===== src/logic/apu_settings.svh =====
`ifndef APU_SETTINGS_SVH
`define APU_SETTINGS_SVH

`default_nettype none

`define APU_NUM_CH      4                                    // channel count
`define APU_LVL_W       7                                    // channel level width
`define APU_MIX_W       (`APU_LVL_W + $clog2(`APU_NUM_CH))   // mixed output width

// sample memory map
`define APU_SAMPLE_BASE 16'hC000
`define APU_ADDR_WRAP   16'h8000                             // next address after 16'hFFFF

`default_nettype wire

`endif


===== src/logic/apu_pkg.sv =====
`default_nettype none

package apu_pkg;

	typedef enum logic [1:0] {
		REG_CTRL = 2'd0,
		REG_LOAD = 2'd1,
		REG_ADDR = 2'd2,
		REG_LEN  = 2'd3
	} reg_op_e;

	typedef enum logic {
		FILL_IDLE = 1'b0,
		FILL_WAIT = 1'b1
	} fill_state_e;

	typedef struct packed {
		logic       irq_en;
		logic       loop;
		logic [3:0] rate;
		logic [7:0] addr_reg;      // start = base + addr_reg * 64
		logic [7:0] len_reg;       // bytes = len_reg * 16 + 1
		logic       spare;
	} dmc_cfg_t;

	typedef struct packed {
		logic       en;
		logic       start;
		logic       load;
		logic [6:0] load_val;
		logic       irq_clr;
	} dmc_ctl_t;

	typedef struct packed {
		logic        req;
		logic [15:0] addr;
	} fetch_req_t;

	typedef struct packed {
		logic       valid;
		logic [7:0] data;
	} fetch_rsp_t;

	// NTSC bit period in ticks
	function automatic logic [8:0] rate_period(input logic [3:0] rate);
		case (rate)
			4'd0:    return 9'd428;
			4'd1:    return 9'd380;
			4'd2:    return 9'd340;
			4'd3:    return 9'd320;
			4'd4:    return 9'd286;
			4'd5:    return 9'd254;
			4'd6:    return 9'd226;
			4'd7:    return 9'd214;
			4'd8:    return 9'd190;
			4'd9:    return 9'd160;
			4'd10:   return 9'd142;
			4'd11:   return 9'd128;
			4'd12:   return 9'd106;
			4'd13:   return 9'd84;
			4'd14:   return 9'd72;
			default: return 9'd54;
		endcase
	endfunction

endpackage

`default_nettype wire


===== src/logic/apu_dmc_regs.sv =====
`timescale 1ns/10ps
`include "apu_settings.svh"
`default_nettype none

module apu_dmc_regs (
	input  logic                   sys_clk,
	input  logic                   sys_rst_n,
	input  logic                   reg_wr,
	input  logic [1:0]             reg_ch,
	input  apu_pkg::reg_op_e       reg_op,
	input  logic [7:0]             reg_wdata,
	input  logic                   en_wr,
	input  logic [`APU_NUM_CH-1:0] en_mask,
	output apu_pkg::dmc_cfg_t      cfg [`APU_NUM_CH],
	output apu_pkg::dmc_ctl_t      ctl [`APU_NUM_CH]
);
	import apu_pkg::*;

	always_ff @(posedge sys_clk or negedge sys_rst_n) begin
		if (!sys_rst_n) begin
			for (int i = 0; i < `APU_NUM_CH; i++) begin
				cfg[i] <= '0;
				ctl[i] <= '0;
			end
		end else begin
			for (int i = 0; i < `APU_NUM_CH; i++) begin
				ctl[i].start   <= 1'b0;              // pulses last one cycle
				ctl[i].load    <= 1'b0;
				ctl[i].irq_clr <= 1'b0;
				if (reg_wr && reg_ch == 2'(i)) begin
					case (reg_op)
						REG_CTRL: begin
							cfg[i].irq_en <= reg_wdata[7];
							cfg[i].loop   <= reg_wdata[6];
							cfg[i].rate   <= reg_wdata[3:0];
							if (!reg_wdata[7])
								ctl[i].irq_clr <= 1'b1;  // irq off acks a pending irq
						end
						REG_LOAD: begin
							ctl[i].load     <= 1'b1;
							ctl[i].load_val <= reg_wdata[6:0];
						end
						REG_ADDR: cfg[i].addr_reg <= reg_wdata;
						REG_LEN:  cfg[i].len_reg  <= reg_wdata;
					endcase
				end
				if (en_wr) begin
					ctl[i].en      <= en_mask[i];
					ctl[i].start   <= en_mask[i];
					ctl[i].irq_clr <= 1'b1;
				end
			end
		end
	end

endmodule

`default_nettype wire


===== src/logic/apu_dmc.sv =====
`timescale 1ns/10ps
`include "apu_settings.svh"
`default_nettype none

module apu_dmc (
	input  logic                  sys_clk,
	input  logic                  sys_rst_n,
	input  logic                  tick,
	input  apu_pkg::dmc_cfg_t     cfg,
	input  apu_pkg::dmc_ctl_t     ctl,
	output apu_pkg::fetch_req_t   fetch_req,
	input  apu_pkg::fetch_rsp_t   fetch_rsp,
	output logic [`APU_LVL_W-1:0] level,
	output logic                  act,
	output logic                  irq
);
	import apu_pkg::*;

	localparam logic [`APU_LVL_W-1:0] lvl_top = {`APU_LVL_W{1'b1}} - 2;   // highest level that may step up
	localparam logic [`APU_LVL_W-1:0] lvl_step = 2;

	fill_state_e fill_state;
	logic [15:0] addr;
	logic [11:0] len;
	logic [15:0] start_addr;
	logic [15:0] next_addr;
	logic [11:0] start_len;
	logic        fill_done;
	logic [7:0]  buf_data;
	logic        buf_full;
	logic [8:0]  timer;
	logic        expire;
	logic [7:0]  shift;
	logic [2:0]  bit_cnt;
	logic        silent;
	logic        take;

	assign start_addr = `APU_SAMPLE_BASE + {2'b00, cfg.addr_reg, 6'b0};
	assign start_len  = {cfg.len_reg, 4'b0} + 12'd1;
	assign next_addr  = (addr == 16'hFFFF) ? `APU_ADDR_WRAP : addr + 16'd1;
	assign fill_done  = fill_state == FILL_WAIT && fetch_rsp.valid;
	assign expire     = tick && timer == 9'd0;
	assign take       = expire && bit_cnt == 3'd0 && buf_full;

	// ************************************************************
	// memory reader

	always_ff @(posedge sys_clk or negedge sys_rst_n) begin
		if (!sys_rst_n) begin
			addr <= '0;
			len  <= '0;
			irq  <= 1'b0;
		end else begin
			if (!ctl.en)
				len <= '0;
			else if (fill_done && len != 12'd0) begin
				if (len == 12'd1 && cfg.loop) begin       // restart sample
					addr <= start_addr;
					len  <= start_len;
				end else begin
					addr <= next_addr;
					len  <= len - 12'd1;
				end
			end else if (ctl.start && len == 12'd0) begin
				addr <= start_addr;
				len  <= start_len;
			end
			if (ctl.en && fill_done && len == 12'd1 && !cfg.loop && cfg.irq_en)
				irq <= 1'b1;
			else if (ctl.irq_clr)
				irq <= 1'b0;
		end
	end

	always_ff @(posedge sys_clk or negedge sys_rst_n) begin
		if (!sys_rst_n)
			fill_state <= FILL_IDLE;
		else begin
			case (fill_state)
				FILL_IDLE: if (len != 12'd0 && !buf_full) fill_state <= FILL_WAIT;
				FILL_WAIT: if (fetch_rsp.valid) fill_state <= FILL_IDLE;
			endcase
		end
	end

	always_ff @(posedge sys_clk or negedge sys_rst_n) begin
		if (!sys_rst_n)
			buf_full <= 1'b0;
		else if (fill_done)
			buf_full <= 1'b1;
		else if (take)
			buf_full <= 1'b0;                           // shifter took the byte
	end

	always_ff @(posedge sys_clk) begin
		if (fill_done)
			buf_data <= fetch_rsp.data;
	end

	assign fetch_req.req  = fill_state == FILL_WAIT;
	assign fetch_req.addr = addr;
	assign act            = len != 12'd0;

	// ************************************************************
	// output unit

	always_ff @(posedge sys_clk or negedge sys_rst_n) begin
		if (!sys_rst_n) begin
			timer   <= '0;
			bit_cnt <= '0;
			silent  <= 1'b1;
			level   <= '0;
		end else begin
			if (tick)
				timer <= (timer == 9'd0) ? rate_period(cfg.rate) - 9'd1 : timer - 9'd1;
			if (expire) begin
				if (bit_cnt == 3'd0) begin               // byte done, start next
					bit_cnt <= 3'd7;
					silent  <= !buf_full;
				end else
					bit_cnt <= bit_cnt - 3'd1;
			end
			if (ctl.load)
				level <= ctl.load_val;
			else if (expire && !silent) begin
				if (shift[0] && level <= lvl_top)
					level <= level + lvl_step;
				else if (!shift[0] && level >= lvl_step)
					level <= level - lvl_step;
			end
		end
	end

	always_ff @(posedge sys_clk) begin
		if (expire)
			shift <= take ? buf_data : {1'b0, shift[7:1]};
	end

endmodule

`default_nettype wire


===== src/logic/apu_fetch_arb.sv =====
`timescale 1ns/10ps
`include "apu_settings.svh"
`default_nettype none

module apu_fetch_arb (
	input  logic                sys_clk,
	input  logic                sys_rst_n,
	input  apu_pkg::fetch_req_t req [`APU_NUM_CH],
	output apu_pkg::fetch_rsp_t rsp [`APU_NUM_CH],
	output logic                mem_req,
	output logic [15:0]         mem_addr,
	input  logic                mem_ack,
	input  logic [7:0]          mem_rdata
);
	import apu_pkg::*;

	localparam int ch_w = $clog2(`APU_NUM_CH);

	logic            busy;                              // issue phase
	logic            ret;                               // return phase
	logic [ch_w-1:0] owner;
	logic [ch_w-1:0] ptr;                               // last channel served
	logic [ch_w-1:0] pick;
	logic            pick_ok;
	logic [7:0]      rdata_q;

	// next requester after ptr
	always_comb begin
		logic [ch_w-1:0] idx;
		pick_ok = 1'b0;
		pick    = ptr;
		for (int k = 1; k <= `APU_NUM_CH; k++) begin
			idx = ch_w'((int'(ptr) + k) % `APU_NUM_CH);
			if (!pick_ok && req[idx].req) begin
				pick_ok = 1'b1;
				pick    = idx;
			end
		end
	end

	always_ff @(posedge sys_clk or negedge sys_rst_n) begin
		if (!sys_rst_n) begin
			busy  <= 1'b0;
			ret   <= 1'b0;
			owner <= '0;
			ptr   <= ch_w'(`APU_NUM_CH - 1);            // channel 0 goes first
		end else begin
			ret <= 1'b0;
			if (busy) begin
				if (mem_ack) begin
					busy <= 1'b0;
					ret  <= 1'b1;
				end
			end else if (!ret && pick_ok) begin
				busy  <= 1'b1;
				owner <= pick;
				ptr   <= pick;
			end
		end
	end

	always_ff @(posedge sys_clk) begin
		if (busy && mem_ack)
			rdata_q <= mem_rdata;
	end

	assign mem_req  = busy;
	assign mem_addr = req[owner].addr;                  // owner holds addr until served

	always_comb begin
		for (int k = 0; k < `APU_NUM_CH; k++) begin
			rsp[k].valid = ret && owner == ch_w'(k);
			rsp[k].data  = rdata_q;
		end
	end

endmodule

`default_nettype wire


===== src/logic/apu_mixer.sv =====
`timescale 1ns/10ps
`include "apu_settings.svh"
`default_nettype none

module apu_mixer (
	input  logic                  sys_clk,
	input  logic                  sys_rst_n,
	input  logic [`APU_LVL_W-1:0] level [`APU_NUM_CH],
	output logic [`APU_MIX_W-1:0] mix_out
);

	logic [`APU_MIX_W-1:0] sum;

	always_comb begin
		sum = '0;
		for (int k = 0; k < `APU_NUM_CH; k++)
			sum = sum + {{(`APU_MIX_W - `APU_LVL_W){1'b0}}, level[k]};
	end

	// one cycle behind the levels
	always_ff @(posedge sys_clk or negedge sys_rst_n) begin
		if (!sys_rst_n)
			mix_out <= '0;
		else
			mix_out <= sum;
	end

endmodule

`default_nettype wire


===== src/logic/apu_dmc_top.sv =====
`timescale 1ns/10ps
`include "apu_settings.svh"
`default_nettype none

module apu_dmc_top (
	input  logic                   sys_clk,
	input  logic                   sys_rst_n,
	input  logic                   tick,
	input  logic                   reg_wr,
	input  logic [1:0]             reg_ch,
	input  apu_pkg::reg_op_e       reg_op,
	input  logic [7:0]             reg_wdata,
	input  logic                   en_wr,
	input  logic [`APU_NUM_CH-1:0] en_mask,
	output logic                   mem_req,
	output logic [15:0]            mem_addr,
	input  logic                   mem_ack,
	input  logic [7:0]             mem_rdata,
	output logic [`APU_NUM_CH-1:0] act,
	output logic [`APU_NUM_CH-1:0] irq,
	output logic [`APU_MIX_W-1:0]  mix_out
);
	import apu_pkg::*;

	dmc_cfg_t              cfg   [`APU_NUM_CH];
	dmc_ctl_t              ctl   [`APU_NUM_CH];
	fetch_req_t            req   [`APU_NUM_CH];
	fetch_rsp_t            rsp   [`APU_NUM_CH];
	logic [`APU_LVL_W-1:0] level [`APU_NUM_CH];

	apu_dmc_regs u_regs (
		.sys_clk   (sys_clk),
		.sys_rst_n (sys_rst_n),
		.reg_wr    (reg_wr),
		.reg_ch    (reg_ch),
		.reg_op    (reg_op),
		.reg_wdata (reg_wdata),
		.en_wr     (en_wr),
		.en_mask   (en_mask),
		.cfg       (cfg),
		.ctl       (ctl)
	);

	for (genvar g = 0; g < `APU_NUM_CH; g++) begin : g_ch
		apu_dmc u_dmc (
			.sys_clk   (sys_clk),
			.sys_rst_n (sys_rst_n),
			.tick      (tick),
			.cfg       (cfg[g]),
			.ctl       (ctl[g]),
			.fetch_req (req[g]),
			.fetch_rsp (rsp[g]),
			.level     (level[g]),
			.act       (act[g]),
			.irq       (irq[g])
		);
	end

	apu_fetch_arb u_arb (
		.sys_clk   (sys_clk),
		.sys_rst_n (sys_rst_n),
		.req       (req),
		.rsp       (rsp),
		.mem_req   (mem_req),
		.mem_addr  (mem_addr),
		.mem_ack   (mem_ack),
		.mem_rdata (mem_rdata)
	);

	apu_mixer u_mix (
		.sys_clk   (sys_clk),
		.sys_rst_n (sys_rst_n),
		.level     (level),
		.mix_out   (mix_out)
	);

endmodule

`default_nettype wire


===== config.mk =====
export PLATFORM = sky130hd
export DESIGN_NAME = apu_dmc_top
export DESIGN_NICKNAME = d
export VERILOG_FILES = /design/src/logic/apu_pkg.sv /design/src/logic/apu_dmc_regs.sv /design/src/logic/apu_dmc.sv /design/src/logic/apu_fetch_arb.sv /design/src/logic/apu_mixer.sv /design/src/logic/apu_dmc_top.sv
export VERILOG_INCLUDE_DIRS = /design/src /design/src/logic
export SDC_FILE = /design/constraint.sdc
export NUM_CORES = 1
export LEC_CHECK = 0
export BUFFER_PORTS_ARGS = -buffer_cell sky130_fd_sc_hd__buf_4
export CORE_MARGIN = 5
export CORE_UTILIZATION = 45
export CTS_CLUSTER_DIAMETER = 150
export CTS_CLUSTER_SIZE = 10
export DETAILED_ROUTE_END_ITERATION = 10
export RECOVER_POWER = 25
export SLEW_MARGIN = 30
export SYNTH_ARGS = -nofsm -noshare
export SYNTH_HDL_FRONTEND = slang
export SYNTH_SLANG_ARGS = --single-unit

===== constraint.sdc =====
create_clock -name sys_clk -period 2.71 [get_ports sys_clk]
set_input_delay 0.4065 -clock sys_clk [delete_from_list [all_inputs] [get_ports sys_clk]]
set_output_delay 0.4065 -clock sys_clk [all_outputs]
set_load 0.01 [all_outputs]

# --- Word-level counts from Yosys, hierarchy flattened ---
# Memory sizes are Yosys's and may differ from the RTL's.
# Index checks and enable logic that the tools add are counted.
op_classes:
  n_addsub: 43
  order_cmp: 13
  eq_ne: 21
  mux: 138
  bitwise: 10
  reduce_logical: 161
op_table:
  columns: ["op", "count"]
  rows:
  - ["2-to-1 mux 16 bit", 18]
  - ["2-to-1 mux 12 bit", 16]
  - ["binary-select mux 17 bit (select 2 bit)", 5]
  - ["2-to-1 mux 7 bit", 20]
  - ["2-to-1 mux 17 bit", 8]
  - ["2-to-1 mux 9 bit", 12]
  - ["logical AND 1 bit", 73]
  - ["subtractor 9 x 1 -> 9 bit (second input constant)", 8]
  - ["adder 15 x 15 -> 16 bit (first input constant)", 4]
  - ["adder 16 x 1 -> 16 bit (second input constant)", 4]
  - ["== test 16 bit (second input constant)", 4]
  - ["AND reduction 2 bit", 29]
  - ["adder 12 x 1 -> 12 bit (second input constant)", 4]
  - ["== test 12 x 1 -> 1 bit (second input constant)", 4]
  - ["logical NOT 12 bit", 4]
  - ["nonzero test 12 bit", 4]
  - ["subtractor 12 x 1 -> 12 bit (second input constant)", 4]
  - ["2-to-1 mux 1 bit", 43]
  - ["logical NOT 9 bit", 4]
  - ["2-to-1 mux 8 bit", 4]
  - ["nonzero test 2 bit", 16]
  - ["adder 7 x 2 -> 7 bit (second input constant)", 4]
  - ["greater-or-equal comparator 7 x 2 -> 1 bit (second input constant)", 4]
  - ["<= comparator 7 bit (second input constant)", 4]
  - ["other kinds (19)", 86]
word_totals:
  ff_bits: 423
  rom_bits: 512
  word_cells: 484
  mem_count: 4
mem_list:
  columns: ["memory", "depth", "word_bits", "rd", "rd_clocked_by_memory_dff", "wr", "line_no", "text"]
  rows:
  - ["(name not given)", 16, 8, 1, 0, 0, "apu_pkg.sv:46", "case (rate)"]
  - ["(name not given)", 16, 8, 1, 0, 0, "apu_pkg.sv:46", null]
  - ["(name not given)", 16, 8, 1, 0, 0, "apu_pkg.sv:46", null]
  - ["(name not given)", 16, 8, 1, 0, 0, "apu_pkg.sv:46", null]

# --- Longest topological paths before layout ---
logic_depth:
  ltp_word: 18
  ltp_mapped: 14

# --- By module ---
# A second synthesis with hierarchy kept.
unflattened:
  hier_cells: 2275
  area_unflattened_um2: 23812.8
modules_own_cells:
  columns: ["mod", "n_inst", "cells_per_inst", "area_each_um2", "seq_area_each_um2"]
  rows:
  - ["apu_dmc (g_ch[1].u_dmc ...)", 3, 449, 4179.0, 1757.9]
  - ["apu_dmc_regs", 1, 304, 4957.3, 3303.2]
  - ["apu_dmc (g_ch[0].u_dmc)", 1, 450, 4202.8, 1757.9]
  - ["apu_fetch_arb", 1, 85, 1188.6, 392.9]
  - ["apu_mixer", 1, 89, 927.1, 225.2]

# --- Worst setup path before layout ---
# OpenSTA, ideal clock, no wires.
synth_timing:
  kind: "register to register"
  from: "register g_ch[0].u_dmc.level[0]"
  to: "register u_mix.mix_out[7]"
  setup_time_ps: 122
  arrival_time_ps: 2871
  required_time_ps: 2588
  slack_ps: -284
  path_stages_with_launch: 14
  period_less_slack_ps: 2994
  path_cell_list: "dfrtp_1 > ha_1 > fa_1 > a21o_1 > a21oi_1 > xnor2_1 > fa_1 > inv_1 > ha_1 > o21ai_0 > a21boi_0 > o21a_1 > nor2_1 > xnor2_1"
synth_between:
  elab_chain_cells: 3
synth_lines:
  columns: ["element", "line_no", "text"]
  rows:
  - ["start, declared", "apu_dmc.sv:13", "output logic [`APU_LVL_W-1:0] level,"]
  - ["start signal, assigned", "apu_dmc.sv:124", "level <= ctl.load_val;"]
  - ["start signal, assigned", "apu_dmc.sv:127", "level <= level + lvl_step;"]
  - ["start signal, assigned", "apu_dmc.sv:129", "level <= level - lvl_step;"]
  - ["adder 7 x 7 -> 8 bit", "apu_mixer.sv:17", "sum = sum + {{(`APU_MIX_W - `APU_LVL_W){1'b0}}, level[k]};"]
  - ["adder 9 x 7 -> 9 bit (2 in a row)", "apu_mixer.sv:17", null]
  - ["via u_mix.sum[7]", "apu_mixer.sv:12", "logic [`APU_MIX_W-1:0] sum;"]
  - ["end signal, assigned", "apu_mixer.sv:25", "mix_out <= sum;"]
  - ["end, declared", "apu_mixer.sv:9", "output logic [`APU_MIX_W-1:0] mix_out"]
# The timed path passes the listed nets, and every way through them passes these cells.
# A chain may end at the register's enable or synchronous reset.

# --- Worst setup path after layout ---
# Same ends and word-level chain as after synthesis.

==> flow_metrics.py <==
metrics = {
    "global_route": {
        "grt-ovfl-total": 0,
        "met1_usage": 0.284,
        "grt_max_degree": 102,
        "met3_usage": 0.0287,
        "grtUsageMet2": 0.340,
        "grt_pass1_vias": 16700,
        "top_usage_layer": "met2",
        "grt_first_pass_wirelength_um": 90400,
        "grt_util_all_layers": 0.207,
        "antenna_found_initial": 2,
    },
    "placed_design": {
        "dpl.hpwl_um": 39200,
        "io_buffers": 63,
        "place_area_um2": 24200,
        "place_congestion": 0.885,
    },
    "detailed_routing": {
        "via_count": 17100,
        "drt_pass1_iterations": 5,
        "wire_per_inst_um": 18.8,
        "wirelength_um": 56300,
        "drt_iter0_drc": 1218,
        "vias_per_cell": 5.71,
        "route.detailed.drc": 0,
        "ant_nets": 0,
    },
    "floorplan": {
        "rows": 81,
        "die_h_um": 233,
        "io_pins": 64,
        "die_w_um": 233,
        "start_util": 0.457,
        "coreArea_um2": 49200,
        "dieArea_um2": 54400,
    },
    "setup_path": {
        "critPathMaxFanout": 2,
        "cp.required_ps": 3170,
        "regToRegSetupSlack_ps": -280,
        "critical_path_class": "register to register",
        "reg2reg_depth": 14,
        "arrival_ps": 3450,
        "startpoint_type": "register",
        "rr_startpoint": "g_ch[0].u_dmc.level[0]",
        "cp-startpoint": "g_ch[0].u_dmc.level[0]",
        "critPathCaptureType": "register",
        "rr_endpoint": "u_mix.mix_out[7]",
    },
    "sta": {
        "maxSlewHeadroom": -0.485,
        "finalSetupViolCount": 5,
        "finalHoldViolations": 0,
        "layout_setup_ws_ps": -283,
        "fin_skew_ps": 18.8,
        "hold_ws_ps": 50.2,
        "fmax_ghz": 0.334,
        "rsz0062_at_grt": "true",
        "fin_crit_ps": 2990,
        "slew_viol_final": 33,
        "fin_crit_sh": 1.10,
        "tightestPinTransition_ps": 2230,
    },
    "finish": {
        "n_antenna_cell": 0,
        "final_common_cell": "dfrtp_1",
        "n_fill_cell": 4352,
        "stdcell_area_um2": 25900,
        "post-route-util": 0.527,
        "final_nets": 2424,
        "final_cell_mix": "dfrtp_1 (343), o21ai_0 (186), nor2_1 (170)",
        "layout-drive-gt1-share": 0.207,
        "largest_reg_flops": 88,
        "syn2layout_area_growth_pct": 15.4,
    },
    "hold_path": {
        "holdCritPathClass": "input port to register",
        "hold_end": "u_regs.ctl[9]",
        "worstHoldPathCells": 2,
        "hold_path_startpoint": "en_mask[3]",
    },
    "synthesis": {
        "syn_area_per_cell_um2": 10.4,
        "synth-seq-area-share": 0.488,
        "async_flop_share": 0.830,
        "ys.flop_type": "dfrtp_1",
        "synthesis.nets": 2277,
        "synth_area_um2": 22400,
        "yosysWarnings": 0,
        "ys_ff_latch": 423,
        "ys_types": 92,
        "synth-edff-count": 72,
        "syn_inst": 2164,
    },
    "power_and_ir_drop": {
        "power.leakage_nw": 10.9,
        "p_per_area_nw_per_um2": 1000,
        "peakVddDrop_mv": 0.681,
    },
    "clock_tree": {
        "cts-root-buf": "clkbuf_16",
        "htreeDepth": 2,
        "cts_buffers": 48,
        "clkTransAtPathRegs_ps": 60,
        "cts.path.max_buffers": 3,
        "clock_latency_ps": 580,
        "tritoncts": "yes",
        "cts_sinks": 423,
    },
    "status": {
        "status": "complete, but fails checks",
        "violations": "capacitance limit, slew limit, setup timing",
    },
    "flow_run": {
        "maxCapViolCount": 1,
    },
}
-- where the power goes --
part	switching [W]	internal (W)	total (W)
combinational	0.00534	0.00515	0.0105
clock	0.00253	0.00336	0.00589
sequential	0.00159	0.00799	0.00958
-- metrics by stage --
step	worst slack [ps]	instances	total power [W]	setup TNS, ps
after floorplan	-166	2164	0.0159	-166
after global placement	-266	2903	0.0190	-678
after detailed placement	-323	2903	0.0193	-909
after CTS	-278	2991	0.0257	-940
after global routing	-436	3000	0.0279	-37100
final	-283	3000	0.0260	-860
-- what timing repair did --
item / in CTS / in global routing
pin swaps: 16 / 9
endpoints found under the hold margin: 37 / 0
setup endpoints to repair: 6 / 44
hold buffers: 9 / 0
gates resized for setup: 16 / 33
setup buffers: 5 / 10
-- worst max-delay path, stage by stage (launching register included) --
cell      delay (ps)
dfrtp_1          380
ha_2             200
fa_2             530
inv_2             40
fa_1             420
inv_1             70
ha_2             180
inv_2             40
fa_2             330
nor2b_1          110
o21ai_1           80
a21boi_1         180
o21a_1           150
nor2_2            40
xnor2_1          110
-- routing by layer --
layer | part of all wire | up-vias
met3 | 0.048 | 97
met2 | 0.48 | 415
met5 | 0 | -
met4 | 0.030 | 0
met1 | 0.45 | 8470
li1 | - | 8160
-- synthesized netlist by cell type, types with 35 or more instances --
library cell,number,share of area
nand2_1,162,0.027
ha_1,74,0.041
xnor2_1,47,0.018
inv_1,121,0.020
nor2_1,175,0.029
nor3_1,67,0.015
nand3_1,65,0.014
mux2_2,158,0.079
o21ai_0,189,0.042
nor4_1,35,0.0098
clkbuf_1,57,0.0095
edfxtp_1,72,0.096
dfrtp_1,345,0.38
a21oi_1,119,0.027
-- cell type report --
type / instances / area, µm² / share of cell area
multi-input combinational: 1532 / 10900 / 0.419
timing repair buffer: 182 / 1430 / 0.0552
tap: 664 / 831 / 0.0321
clock buffer: 73 / 1340 / 0.0516
clock inverter: 2 / 25.0 / 0.000966
inverter: 124 / 465 / 0.0180
sequential: 423 / 11000 / 0.423
-- how the worst max path moves through the flow --
| stage | endpoint | slack [ps] | depth (start not counted) |
|---|---|---|---|
| 5_1_grt | u_mix.mix_out[7] | -440 | 14 |
| 2_1_floorplan | u_mix.mix_out[7] | -170 | 14 |
| 3_3_place_gp | u_mix.mix_out[7] | -270 | 14 |
| 4_1_cts | u_mix.mix_out[7] | -280 | 14 |
| 6_report | u_mix.mix_out[7] | -280 | 14 |
| 3_5_place_dp | u_mix.mix_out[7] | -320 | 14 |
-- cells by family (layout without fill, tap and decap cells) --
logic type / count (synthesis) / count (layout) / synth area share
xor+xnor: 65 / 65 / 0.0254
compound gates: 487 / 487 / 0.133
flops: 423 / 423 / 0.488
fa+ha+maj: 83 / 83 / 0.0493
mux: 196 / 196 / 0.107
buf+inv: 209 / 381 / 0.0374
simple gates: 701 / 701 / 0.160
No activity file was read; power rests on OpenSTA's default activity.
